### src/pad_port_pkg.sv
// Shared constants for the joypad port core.
// The RTL and the testbench reach these through pad_port_pkg:: names.
// Pad button fields are packed into one flat vector, pad 0 lowest.

package pad_port_pkg;

	// Multitap geometry
	localparam int PAD_COUNT     = 5;
	localparam int PAD_BITS      = 12;
	localparam int PORT_IDX_BITS = 3;

	// Console side data widths
	localparam int NIBBLE_BITS    = 4;
	localparam int PORT_WORD_BITS = 16;

	// Returned past the last tap port, low nibble reads as nothing pressed
	localparam logic [PORT_WORD_BITS-1:0] IDLE_PORT_WORD = 16'h000F;

	// Cycles of clear held low before the mouse nibble count resyncs
	localparam int MOUSE_TIMEOUT_DEFAULT = 32767;

	////////////////////////////////////////////////////////////////////////////
	// Button layout inside one PAD_BITS field (active high on the host side)
	//   0 right   1 left    2 down    3 up
	//   4 I       5 II      6 select  7 run
	//   8 III     9 IV     10 V      11 VI
	////////////////////////////////////////////////////////////////////////////
	localparam int BTN_RUN    = 7;
	localparam int BTN_SELECT = 6;

endpackage

### src/tap_scanner.sv
// Console side of the joypad port.
// Finds select and clear edges, steps the multitap port index, keeps the
// six-button phase and latches the addressed nibble of port_word.
// port_data follows a strobe change within two clk_sys cycles.

module tap_scanner (
	input  logic                                     clk_sys,
	input  logic                                     reset,
	input  logic                                     port_sel,
	input  logic                                     port_clr,
	input  logic                                     cfg_multitap,
	input  logic                                     cfg_six_button,
	input  logic [pad_port_pkg::PORT_WORD_BITS-1:0]  port_word,
	output logic [pad_port_pkg::PORT_IDX_BITS-1:0]   port_idx,
	output logic                                     clr_rise,
	output logic [pad_port_pkg::NIBBLE_BITS-1:0]     port_data
);

	localparam int IDX_W = pad_port_pkg::PORT_IDX_BITS;
	localparam int NIB_W = pad_port_pkg::NIBBLE_BITS;
	localparam logic [IDX_W-1:0] LAST_IDX = IDX_W'(pad_port_pkg::PAD_COUNT);

	logic       sel_q;
	logic       clr_q;
	logic       sel_edge;
	logic       clr_edge;
	logic       phase;
	logic [1:0] nib_sel;

	assign sel_edge = port_sel & ~sel_q;
	assign clr_edge = port_clr & ~clr_q;

	// Nibble number is 2*phase + select
	assign nib_sel = {phase, port_sel};

	always_ff @(posedge clk_sys) begin
		if (reset) begin
			sel_q     <= 1'b0;
			clr_q     <= 1'b0;
			clr_rise  <= 1'b0;
			port_idx  <= '0;
			phase     <= 1'b0;
			port_data <= '0;
		end else begin
			sel_q    <= port_sel;
			clr_q    <= port_clr;
			clr_rise <= clr_edge;

			if (!cfg_six_button)
				phase <= 1'b0;
			else if (clr_edge)
				phase <= ~phase;

			if (port_clr) begin
				port_idx  <= '0;
				port_data <= '0;
			end else begin
				port_data <= port_word[nib_sel*NIB_W +: NIB_W];
				// Index stops on the idle slot past the last pad
				if (sel_edge && cfg_multitap && port_idx != LAST_IDX)
					port_idx <= port_idx + 1'b1;
			end
		end
	end

	////////////////////////////////////////////////////////////////////////////
	// Checks
	////////////////////////////////////////////////////////////////////////////

	// Select may keep toggling, index never runs past the idle slot
	a_idx_bound: assert property (@(posedge clk_sys) disable iff (reset)
		port_idx <= LAST_IDX);

	// Single pad mode never leaves port 0
	a_idx_single: assert property (@(posedge clk_sys) disable iff (reset)
		(!cfg_multitap && port_idx == '0) |=> port_idx == '0);

endmodule

### src/pad_formatter.sv
// Builds the 16-bit active-low word for the port addressed by port_idx.
// Nibble 0 is up/right/down/left, nibble 1 run/select/II/I, nibble 2 is
// VI..III and nibble 3 is the six-button identifier 0000.
// Port 0 carries the mouse word instead when cfg_mouse is set.
// Purely combinational.

module pad_formatter (
	input  logic [pad_port_pkg::PORT_IDX_BITS-1:0]                    port_idx,
	input  logic [pad_port_pkg::PAD_COUNT*pad_port_pkg::PAD_BITS-1:0] pad_buttons,
	input  logic [pad_port_pkg::NIBBLE_BITS-1:0]                      mouse_nibble,
	input  logic [1:0]                                                mouse_buttons,
	input  logic                                                      cfg_mouse,
	output logic [pad_port_pkg::PORT_WORD_BITS-1:0]                   port_word
);

	localparam int PAD_W = pad_port_pkg::PAD_BITS;
	localparam int IDX_W = pad_port_pkg::PORT_IDX_BITS;
	localparam logic [IDX_W-1:0] LAST_IDX = IDX_W'(pad_port_pkg::PAD_COUNT);

	logic [PAD_W-1:0] pad0;
	logic [PAD_W-1:0] pad;
	logic [7:0]       mouse_byte;

	assign pad0 = pad_buttons[PAD_W-1:0];

	// Motion nibble on top, run/select and the two mouse buttons below
	assign mouse_byte = {mouse_nibble,
		~{pad0[pad_port_pkg::BTN_RUN], pad0[pad_port_pkg::BTN_SELECT],
		  mouse_buttons[0], mouse_buttons[1]}};

	always_comb begin
		pad = '0;
		if (port_idx < LAST_IDX)
			pad = pad_buttons[port_idx*PAD_W +: PAD_W];

		if (port_idx >= LAST_IDX) begin
			port_word = pad_port_pkg::IDLE_PORT_WORD;
		end else if (cfg_mouse && port_idx == '0) begin
			// Same byte in both halves so either phase reads the mouse
			port_word = {mouse_byte, mouse_byte};
		end else begin
			port_word = {4'h0,
				~pad[11:8],
				~pad[7:4],
				~{pad[3], pad[0], pad[2], pad[1]}};
		end
	end

endmodule

### src/mouse_reporter.sv
// Mouse motion reporter for port 0.
// Each toggle of mouse_strobe stores a pending sample (X negated). Every
// clear rise advances the nibble count, and after the fourth nibble the
// pending sample becomes the shown report. If clear stays low for
// mouse_timeout cycles the count is pushed to 3 so the next report starts
// at X high.
// mouse_nibble follows clr_rise by one cycle.

module mouse_reporter #(
	parameter int mouse_timeout = pad_port_pkg::MOUSE_TIMEOUT_DEFAULT
) (
	input  logic                                 clk_sys,
	input  logic                                 reset,
	input  logic                                 clr_rise,
	input  logic                                 port_clr,
	input  logic signed [7:0]                    mouse_dx,
	input  logic signed [7:0]                    mouse_dy,
	input  logic                                 mouse_strobe,
	output logic [pad_port_pkg::NIBBLE_BITS-1:0] mouse_nibble
);

	localparam int TO_BITS = $clog2(mouse_timeout + 1);
	localparam logic [TO_BITS-1:0] TO_LIMIT = TO_BITS'(mouse_timeout);

	logic               strobe_q;
	logic [7:0]         pend_x;
	logic [7:0]         pend_y;
	logic [7:0]         shown_x;
	logic [7:0]         shown_y;
	logic [1:0]         count;
	logic [TO_BITS-1:0] idle_cnt;
	logic               idle_full;

	assign idle_full = (idle_cnt == TO_LIMIT);

	// Clear idle timer, saturating
	always_ff @(posedge clk_sys) begin
		if (reset || port_clr)
			idle_cnt <= '0;
		else if (!idle_full)
			idle_cnt <= idle_cnt + 1'b1;
	end

	////////////////////////////////////////////////////////////////////////////
	// Nibble count and report capture
	////////////////////////////////////////////////////////////////////////////

	always_ff @(posedge clk_sys) begin
		if (reset) begin
			strobe_q <= mouse_strobe;
			pend_x   <= '0;
			pend_y   <= '0;
			shown_x  <= '0;
			shown_y  <= '0;
			count    <= 2'd3;
		end else begin
			strobe_q <= mouse_strobe;

			if (idle_full)
				count <= 2'd3;
			if (clr_rise) begin
				count <= count + 2'd1;
				// Last nibble sent, publish the next report
				if (count == 2'd3) begin
					shown_x <= pend_x;
					shown_y <= pend_y;
					pend_x  <= '0;
					pend_y  <= '0;
				end
			end

			// A new sample wins over the clear of the pending values
			if (strobe_q ^ mouse_strobe) begin
				pend_x <= -mouse_dx;
				pend_y <= mouse_dy;
			end
		end
	end

	always_comb begin
		case (count)
			2'd0:    mouse_nibble = shown_x[7:4];
			2'd1:    mouse_nibble = shown_x[3:0];
			2'd2:    mouse_nibble = shown_y[7:4];
			default: mouse_nibble = shown_y[3:0];
		endcase
	end

	// Long idle clear always lands on the last nibble
	a_resync: assert property (@(posedge clk_sys) disable iff (reset)
		idle_full |=> count == 2'd3);

endmodule

### src/pad_port_top.sv
// Joypad port of the console core.
// The console strobes port_sel and port_clr and reads a 4-bit active-low
// nibble back on port_data. Single pads, six-button pads, the five-port
// multitap and a mouse on port 0 are served from host-side pad state.
// Set mouse_timeout to the idle clear time, in clk_sys cycles, after which
// the mouse report restarts at X high.

module pad_port_top #(
	parameter int mouse_timeout = pad_port_pkg::MOUSE_TIMEOUT_DEFAULT
) (
	input  logic                                                  clk_sys,
	input  logic                                                  reset,

	// Console strobes
	input  logic                                                  port_sel,
	input  logic                                                  port_clr,
	output logic [pad_port_pkg::NIBBLE_BITS-1:0]                  port_data,

	// Host side pad and mouse state
	input  logic [pad_port_pkg::PAD_COUNT*pad_port_pkg::PAD_BITS-1:0] pad_buttons,
	input  logic signed [7:0]                                     mouse_dx,
	input  logic signed [7:0]                                     mouse_dy,
	input  logic [1:0]                                            mouse_buttons,
	input  logic                                                  mouse_strobe,

	// Options
	input  logic                                                  cfg_multitap,
	input  logic                                                  cfg_six_button,
	input  logic                                                  cfg_mouse
);

	logic [pad_port_pkg::PORT_IDX_BITS-1:0]  port_idx;
	logic [pad_port_pkg::PORT_WORD_BITS-1:0] port_word;
	logic [pad_port_pkg::NIBBLE_BITS-1:0]    mouse_nibble;
	logic                                    clr_rise;

	tap_scanner u_tap_scanner (
		.clk_sys        (clk_sys),
		.reset          (reset),
		.port_sel       (port_sel),
		.port_clr       (port_clr),
		.cfg_multitap   (cfg_multitap),
		.cfg_six_button (cfg_six_button),
		.port_word      (port_word),
		.port_idx       (port_idx),
		.clr_rise       (clr_rise),
		.port_data      (port_data)
	);

	pad_formatter u_pad_formatter (
		.port_idx      (port_idx),
		.pad_buttons   (pad_buttons),
		.mouse_nibble  (mouse_nibble),
		.mouse_buttons (mouse_buttons),
		.cfg_mouse     (cfg_mouse),
		.port_word     (port_word)
	);

	mouse_reporter #(
		.mouse_timeout (mouse_timeout)
	) u_mouse_reporter (
		.clk_sys      (clk_sys),
		.reset        (reset),
		.clr_rise     (clr_rise),
		.port_clr     (port_clr),
		.mouse_dx     (mouse_dx),
		.mouse_dy     (mouse_dy),
		.mouse_strobe (mouse_strobe),
		.mouse_nibble (mouse_nibble)
	);

endmodule

### config.mk
export PLATFORM = sky130hd
export DESIGN_NAME = pad_port_top
export DESIGN_NICKNAME = d
export VERILOG_FILES = /design/src/pad_port_pkg.sv /design/src/tap_scanner.sv /design/src/pad_formatter.sv /design/src/mouse_reporter.sv /design/src/pad_port_top.sv
export SDC_FILE = /design/constraint.sdc
export NUM_CORES = 1
export LEC_CHECK = 0
export ABC_CLOCK_PERIOD_IN_PS = 2900
export BUFFER_PORTS_ARGS = -buffer_cell sky130_fd_sc_hd__buf_2
export CAP_MARGIN = 0
export CORE_ASPECT_RATIO = 0.7
export CORE_MARGIN = 2
export CORE_UTILIZATION = 45
export DETAILED_ROUTE_END_ITERATION = 12
export GPL_TIMING_DRIVEN = 0
export PLACE_DENSITY = 0.72
export SETUP_SLACK_MARGIN = 0.15
export SYNTH_ARGS = -nofsm -noshare
export SYNTH_HDL_FRONTEND = slang
export SYNTH_SLANG_ARGS = --single-unit
export TNS_END_PERCENT = 10
### constraint.sdc
create_clock -name clk_sys -period 2.9 [get_ports clk_sys]
set_input_delay 0 -clock clk_sys [delete_from_list [all_inputs] [get_ports clk_sys]]
set_output_delay 0 -clock clk_sys [all_outputs]
set_load 0.1 [all_outputs]
==> results_dict.tcl, run 1 <==
set metrics [dict create \
    start_util 0.4586 \
    synth_edf_count 0 \
    swShare 0.2576 \
    final_cells 620 \
    synth-adder-area-share 0.03416 \
    cp_top_family "buffers and inverters" \
    muxShareOfSynthArea 0.08159 \
    yosys.area_share.simple 0.2603 \
    maxCapViolCount 0 \
    synth_flop_cell "dfxtp_1" \
    dp_cells 587 \
    worstSetupPathType "register to register" \
    antenna_found_initial 0 \
    crit_chain "buf_6 > buf_2 > inv_1 > ha_1 > and3b_1 > buf_2 > nor3b_1 > a31oi_1 > o21ai_0 > a211oi_1" \
    worst-r2r-setup-slack_ns 0.42 \
    grt_setup_unrepaired "no" \
    path_buf_inv 4 \
    slew_headroom 0.5849 \
    cp.required_ns 3.11 \
    pin_count 90 \
    cp.arrival_ns 2.69 \
    leakage_nw 1.667 \
    syn_inst 400 \
    clockBufferDepth 2 \
    drt_iter0_drc 250 \
    syn_area_sq_um 3297 \
    finalWeightedCongestion 0.8884 \
    start_kind "register" \
    synth_common_cells "nand2_1 (67), dfxtp_1 (61), a21oi_1 (43)" \
    max_slew.worst_pin.slew_ns 0.6180 \
    nets 612 \
    core_area_sq_um 7189 \
    reg2reg_depth 10 \
    n_fill_cell 647 \
    numCtsBuffers 9 \
    drc 0 \
    hold_depth 4 \
    setup_tns_ns 0 \
    final-setup-viol-count 0 \
    synth_top_area_share 0.3704 \
    crit_top_cell "buf_2" \
    clk_pin_slew_ns 0.06 \
    fmax_mhz 403.4 \
    slew_viol_final 0 \
    ctsResizeCount 0 \
    post_drt_wl_per_cell_um 13.49 \
    grt_pass1_vias 2880 \
    synth_compound_area_frac 0.1556 \
    die_area_sq_um 8038 \
    yosysSeqAreaShare 0.3704 \
    grt_pass1_wl_mm 12.94 \
    cts_sinks 61 \
    synth.area.top_cells "dfxtp_1 (37%), nand2_1 (7.6%), a21oi_1 (6.5%)" \
    via_per_inst 5.269 \
    path_max_fanout 10 \
    routed_wl_mm 8.363 \
    antenna_left 0 \
    power.density_nw_per_um2 452.4 \
    rows 26 \
    synth_top_family_by_area "simple AND/OR/NAND/NOR gates" \
    cts_tree "done" \
    clk_latency_ns 0.33 \
    finalCritPeriodShare 0.8547 \
    port-buffer-count 89 \
    r2r-end "u_tap_scanner.port_data[0]$_SDFF_PP0_" \
    status "finished, final reports clean" \
    ys_ff_latch 61 \
    area_growth_pct 28.27 \
    finalHoldViolations 0 \
    p_clk_frac 0.383 \
    synth_warnings 0 \
    chipWidth_um 106.3 \
    critPathMaxStageDelay_ns 0.52 \
    ys_types 56 \
    clock-root-buffer "clkbuf_8" \
    synth_nets 495 \
    hold_path_class "input port to register" \
    min_to "u_mouse_reporter.pend_x[3]$_SDFFE_PP0P_" \
    htreeDepth 3 \
    r2r-start "u_tap_scanner.port_idx[0]$_SDFFE_PP0P_" \
    p_int_mw 1.421 \
    grt-ovfl-total 0 \
    yosysMostFrequentCell "nand2_1" \
    vias 3267 \
    hp-start "mouse_dx[1]" \
    antenna_cells 0 \
    worst_clock_skew_ns 0.006284 \
    die_h_um 75.62 \
    grt_max_degree 11 \
    finalCriticalPeriod_ns 2.479 \
    firstDrtPassIters 5 \
    cp_slowest_cell "dfxtp_1" \
    combPwrFrac 0.151 \
    cp-end-kind "register" \
    postSynthAreaPerCell_sq_um 8.242 \
    synthXorXnorAreaFrac 0.05047 \
    synthArstFlopShare 0 \
    ir_worst_vdd_v 0.0003549 \
    seqPwrFrac 0.466 \
    synth_top_area_cell "dfxtp_1" \
    p_sw_mw 0.4928 \
    drive_gt1_frac 0.2375 \
    hpwlAfterDp_mm 6.393 \
    grt_use_total 0.2055 \
]
logic make-up (layout without fill, tap and decap cells):
| family | count (synthesis) | after routing |
|---|---|---|
| compound gates | 86 | 86 |
| flops | 61 | 61 |
| xor+xnor | 19 | 19 |
| fa+ha+maj | 9 | 9 |
| simple gates | 170 | 170 |
| mux | 24 | 24 |
| buf+inv | 31 | 153 |
worst max-delay path by stage:
| stage | startpoint | to | slack, ns | cells after the start |
|---|---|---|---|---|
| floorplan | u_tap_scanner.port_idx[0]$_SDFFE_PP0P_ | u_tap_scanner.port_data[3]$_SDFF_PP0_ | 0.84 | 10 |
| detailed placement | u_tap_scanner.port_idx[0]$_SDFFE_PP0P_ | u_tap_scanner.port_data[0]$_SDFF_PP0_ | 0.51 | 10 |
| global route | u_tap_scanner.port_idx[0]$_SDFFE_PP0P_ | u_tap_scanner.port_data[1]$_SDFF_PP0_ | 0.23 | 10 |
| CTS | u_tap_scanner.port_idx[0]$_SDFFE_PP0P_ | u_tap_scanner.port_data[1]$_SDFF_PP0_ | 0.49 | 10 |
| global placement | u_tap_scanner.port_idx[0]$_SDFFE_PP0P_ | u_tap_scanner.port_data[0]$_SDFF_PP0_ | 0.55 | 10 |
| finish | u_tap_scanner.port_idx[0]$_SDFFE_PP0P_ | u_tap_scanner.port_data[0]$_SDFF_PP0_ | 0.42 | 10 |
cells in the final DEF, fill, tap and decap left out, types with 3 or more instances in the layout:
cell           count
a21oi_1           43
a222oi_1           4
a22oi_1            3
a31oi_1            7
buf_1              4
buf_2             91
buf_4              3
clkbuf_1          13
clkbuf_8          10
dfxtp_1           61
dlygate4sd3_1     17
ha_1               9
inv_1              9
mux2_2             3
mux2i_1           19
nand2_1           67
nand2b_1           4
nand3_1           21
nor2_1            25
nor2b_1           10
nor3_1            14
nor3b_1            4
o21ai_0           14
xnor2_1           16
xor2_1             3
worst min-delay path, cell delays in order:
cell	delay [ns]
buf_2	0.10
o31ai_1	0.07
nand3_1	0.07
a21oi_1	0.06
sequential cells by signal (all words and copies together), names as in the netlist, 2 cells and up:
register and flops:
u_mouse_reporter.count 2, u_mouse_reporter.pend_x 8, u_mouse_reporter.shown_y 8, u_mouse_reporter.idle_cnt 15, u_tap_scanner.port_idx 3, u_mouse_reporter.shown_x 8, u_tap_scanner.port_data 4, u_mouse_reporter.pend_y 8
metrics by stage:
stage          setup slack, ns  power, mW  instance area (sq um)  hold slack [ns]  utilization
2_1_floorplan           0.8437      1.073                   3297          0.02772            -
3_3_place_gp            0.5476      1.172                   3865           0.1514       0.5376
3_5_place_dp            0.5148      1.179                   3865           0.1546       0.5376
4_1_cts                 0.4867      1.930                   4229         0.007450       0.5882
5_1_grt                 0.2342      2.001                   4229          0.04505       0.5882
6_report                0.4213      1.913                   4229          0.02024       0.5882
timing repair:
action	4_1_cts	5_1_grt
hold endpoints to repair	17	0
setup buffers	0	0
hold buffers	17	0
layout make-up:
class                           count  area (sq um)  area share
Multi-Input combinational cell    308          1919      0.4538
Sequential cell                    61          1221      0.2888
Timing Repair Buffer              106         615.6      0.1456
Clock buffer                       13         148.9     0.03521
Buffer                             22         122.6     0.02899
Tap cell                           98         122.6     0.02899
Clock inverter                      3         45.04     0.01065
Inverter                            9         33.78    0.007988
layer usage:
metal | wire [um] | GRT usage | up-vias
li1 | - | - | 1643
met1 | 3909 | 0.2710 | 1509
met2 | 3770 | 0.3362 | 104
met3 | 588 | 0.05218 | 11
met4 | 94 | 0.06725 | 0
met5 | 0 | 0 | -
power by group through the flow:
| stage | combinational, mW | sequential (mW) | clock [mW] |
|---|---|---|---|
| floorplan | 0.142 | 0.931 | 0 |
| global placement | 0.264 | 0.909 | 0 |
| detailed placement | 0.270 | 0.910 | 0 |
| CTS | 0.288 | 0.891 | 0.750 |
| global route | 0.321 | 0.895 | 0.785 |
| finish | 0.289 | 0.892 | 0.732 |
Note: power is estimated with default switching activity, not from simulation.
==> run 2: changes to the inputs <==
--- a/config.mk
+++ b/config.mk
@@ -10,11 +10,12 @@
 export CAP_MARGIN = 0
 export CORE_ASPECT_RATIO = 0.7
 export CORE_MARGIN = 2
-export CORE_UTILIZATION = 45
+export CORE_UTILIZATION = 23
 export DETAILED_ROUTE_END_ITERATION = 12
 export GPL_TIMING_DRIVEN = 0
-export PLACE_DENSITY = 0.72
+export PLACE_DENSITY = 0.43
 export SETUP_SLACK_MARGIN = 0.15
+export SKIP_CTS_REPAIR_TIMING = 1
 export SYNTH_ARGS = -nofsm -noshare
 export SYNTH_HDL_FRONTEND = slang
 export SYNTH_SLANG_ARGS = --single-unit
==> run 2 against run 1 <==
Total power rose by 11%. Sequential cell count did not move. Global-route usage fell by 7.9 points. Routed wire length rose by 13%. Clock power rose by 29%. Hold slack got worse by 0.015 ns. Critical path type unchanged. Critical endpoint unchanged.
==> results_dict.tcl, run 2 (synthesized netlist as in run 1, its figures left out) <==
set metrics [dict create \
    rows 36 \
    area_growth_pct 32.56 \
    largest_reg_flops 15 \
    fmax_mhz 408.0 \
    die_h_um 104.2 \
    power.density_nw_per_um2 486.2 \
    worst-r2r-setup-slack_ns 0.45 \
    grt_use_total 0.1264 \
    htreeDepth 3 \
    largest-register "u_mouse_reporter.idle_cnt" \
    worst_clock_skew_ns 0.005293 \
    slew_viol_final 0 \
    slew_headroom 0.5450 \
    n_fill_cell 1525 \
    path_max_fanout 10 \
    grt_setup_unrepaired "no" \
    drive_gt1_frac 0.2379 \
    port-buffer-count 89 \
    clockBufferDepth 2 \
    hpwlAfterDp_mm 7.388 \
    cts_tree "done" \
    cp-end-kind "register" \
    path_buf_inv 4 \
    grt_pass1_vias 3052 \
    start_kind "register" \
    finalWeightedCongestion 0.8006 \
    antenna_left 0 \
    layout_common_cells "buf_2 (91), nand2_1 (67), dfxtp_1 (61), a21oi_1 (43), nor2_1 (25)" \
    die_area_sq_um 15320 \
    setup_tns_ns 0 \
    final_common_cell "buf_2" \
    critPathMaxStageDelay_ns 0.48 \
    clk_pin_slew_ns 0.05 \
    firstDrtPassIters 4 \
    total_power_mw 2.125 \
    ir_worst_vdd_v 0.0002529 \
    routed_wl_mm 9.436 \
    drc 0 \
    nets 608 \
    core_area_sq_um 13960 \
    finalCritPeriodShare 0.8451 \
    max_slew.worst_pin.slew_ns 0.6776 \
    final-setup-viol-count 0 \
    seq_area_sq_um 1221 \
    finalHoldViolations 0 \
    crit_top_cell "buf_2" \
    finalCriticalPeriod_ns 2.451 \
    clk_latency_ns 0.33 \
    cp_slowest_cell "dfxtp_1" \
    leakage_nw 1.690 \
    vias 3189 \
    maxCapViolCount 0 \
    multi_input_area_sq_um 1919 \
    worstSetupPathType "register to register" \
    start_util 0.2361 \
    crit_chain "buf_6 > buf_2 > inv_1 > ha_1 > and3b_1 > buf_2 > nor3b_1 > a31oi_1 > o21ai_0 > a211oi_1" \
    dpl_cell_area_sq_um 3980 \
    grt_pass1_wl_mm 15.41 \
    clock-root-buffer "clkbuf_16" \
    antenna_found_initial 0 \
    antenna_cells 0 \
    cp.required_ns 3.10 \
    cp_top_family "buffers and inverters" \
    chipWidth_um 147.1 \
    post_drt_wl_per_cell_um 13.35 \
    grt_max_degree 11 \
    numCtsBuffers 9 \
    cts_sinks 61 \
    drt_iter0_drc 177 \
    grt-ovfl-total 0 \
    pin_count 90 \
    cp.arrival_ns 2.65 \
    hold_path_class "input port to register" \
    via_per_inst 4.511 \
    status "finished, final reports clean" \
    postLayoutCellArea_sq_um 4370 \
]
-- run 2: path summary, 6_finish.rpt --
check	startpoint	to	cells past startpoint
worst max-delay path	u_tap_scanner.port_idx[0]$_SDFFE_PP0P_	u_tap_scanner.port_data[0]$_SDFF_PP0_	10
worst min-delay path	reset	u_mouse_reporter.idle_cnt[2]$_SDFFE_PP0N_	4
worst max register to register	u_tap_scanner.port_idx[0]$_SDFFE_PP0P_	u_tap_scanner.port_data[0]$_SDFF_PP0_	10
worst min register to register	u_tap_scanner.clr_q$_SDFF_PP0_	u_tap_scanner.clr_rise$_SDFF_PP0_	1
-- run 2: area by class of cell --
| class | instances | area share |
|---|---|---|
| multi-input combinational | 308 | 0.4392 |
| sequential | 61 | 0.2794 |
| timing repair buffer | 102 | 0.1317 |
| clock buffer | 13 | 0.05726 |
| tap | 190 | 0.05439 |
| buffer | 22 | 0.02806 |
| inverter | 9 | 0.007730 |
| clock inverter | 2 | 0.002290 |
-- run 2: through the flow --
step	hold slack (ns)	std cells	utilization	worst slack, ns
after floorplan	0.02772	400	-	0.8437
after global placement	0.1548	679	0.2850	0.4455
after detailed placement	0.1581	679	0.2850	0.4833
after CTS	-0.1853	694	0.3037	0.4539
after global routing	0.03595	707	0.3130	0.2076
final	0.004955	707	0.3130	0.4492
-- run 2: power breakdown --
group | switching (mW) | internal (mW)
clock | 0.350 | 0.593
sequential | 0.0206 | 0.873
combinational | 0.164 | 0.125
-- run 2: routing by layer --
layer | GRT usage | vias to the layer above | share of wire
li1 | - | 1638 | -
met1 | 0.1869 | 1481 | 0.52
met2 | 0.1756 | 63 | 0.41
met3 | 0.04167 | 7 | 0.055
met4 | 0.02885 | 0 | 0.0065
met5 | 0 | - | 0
-- run 2: worst register-to-register path: cells and delay by family (launching register included) --
kind,cells,cell delay [ns]
fa+ha+maj,1,0.21
compound gates,3,0.35
flops,1,0.48
buf+inv,4,0.70
simple gates,2,0.59
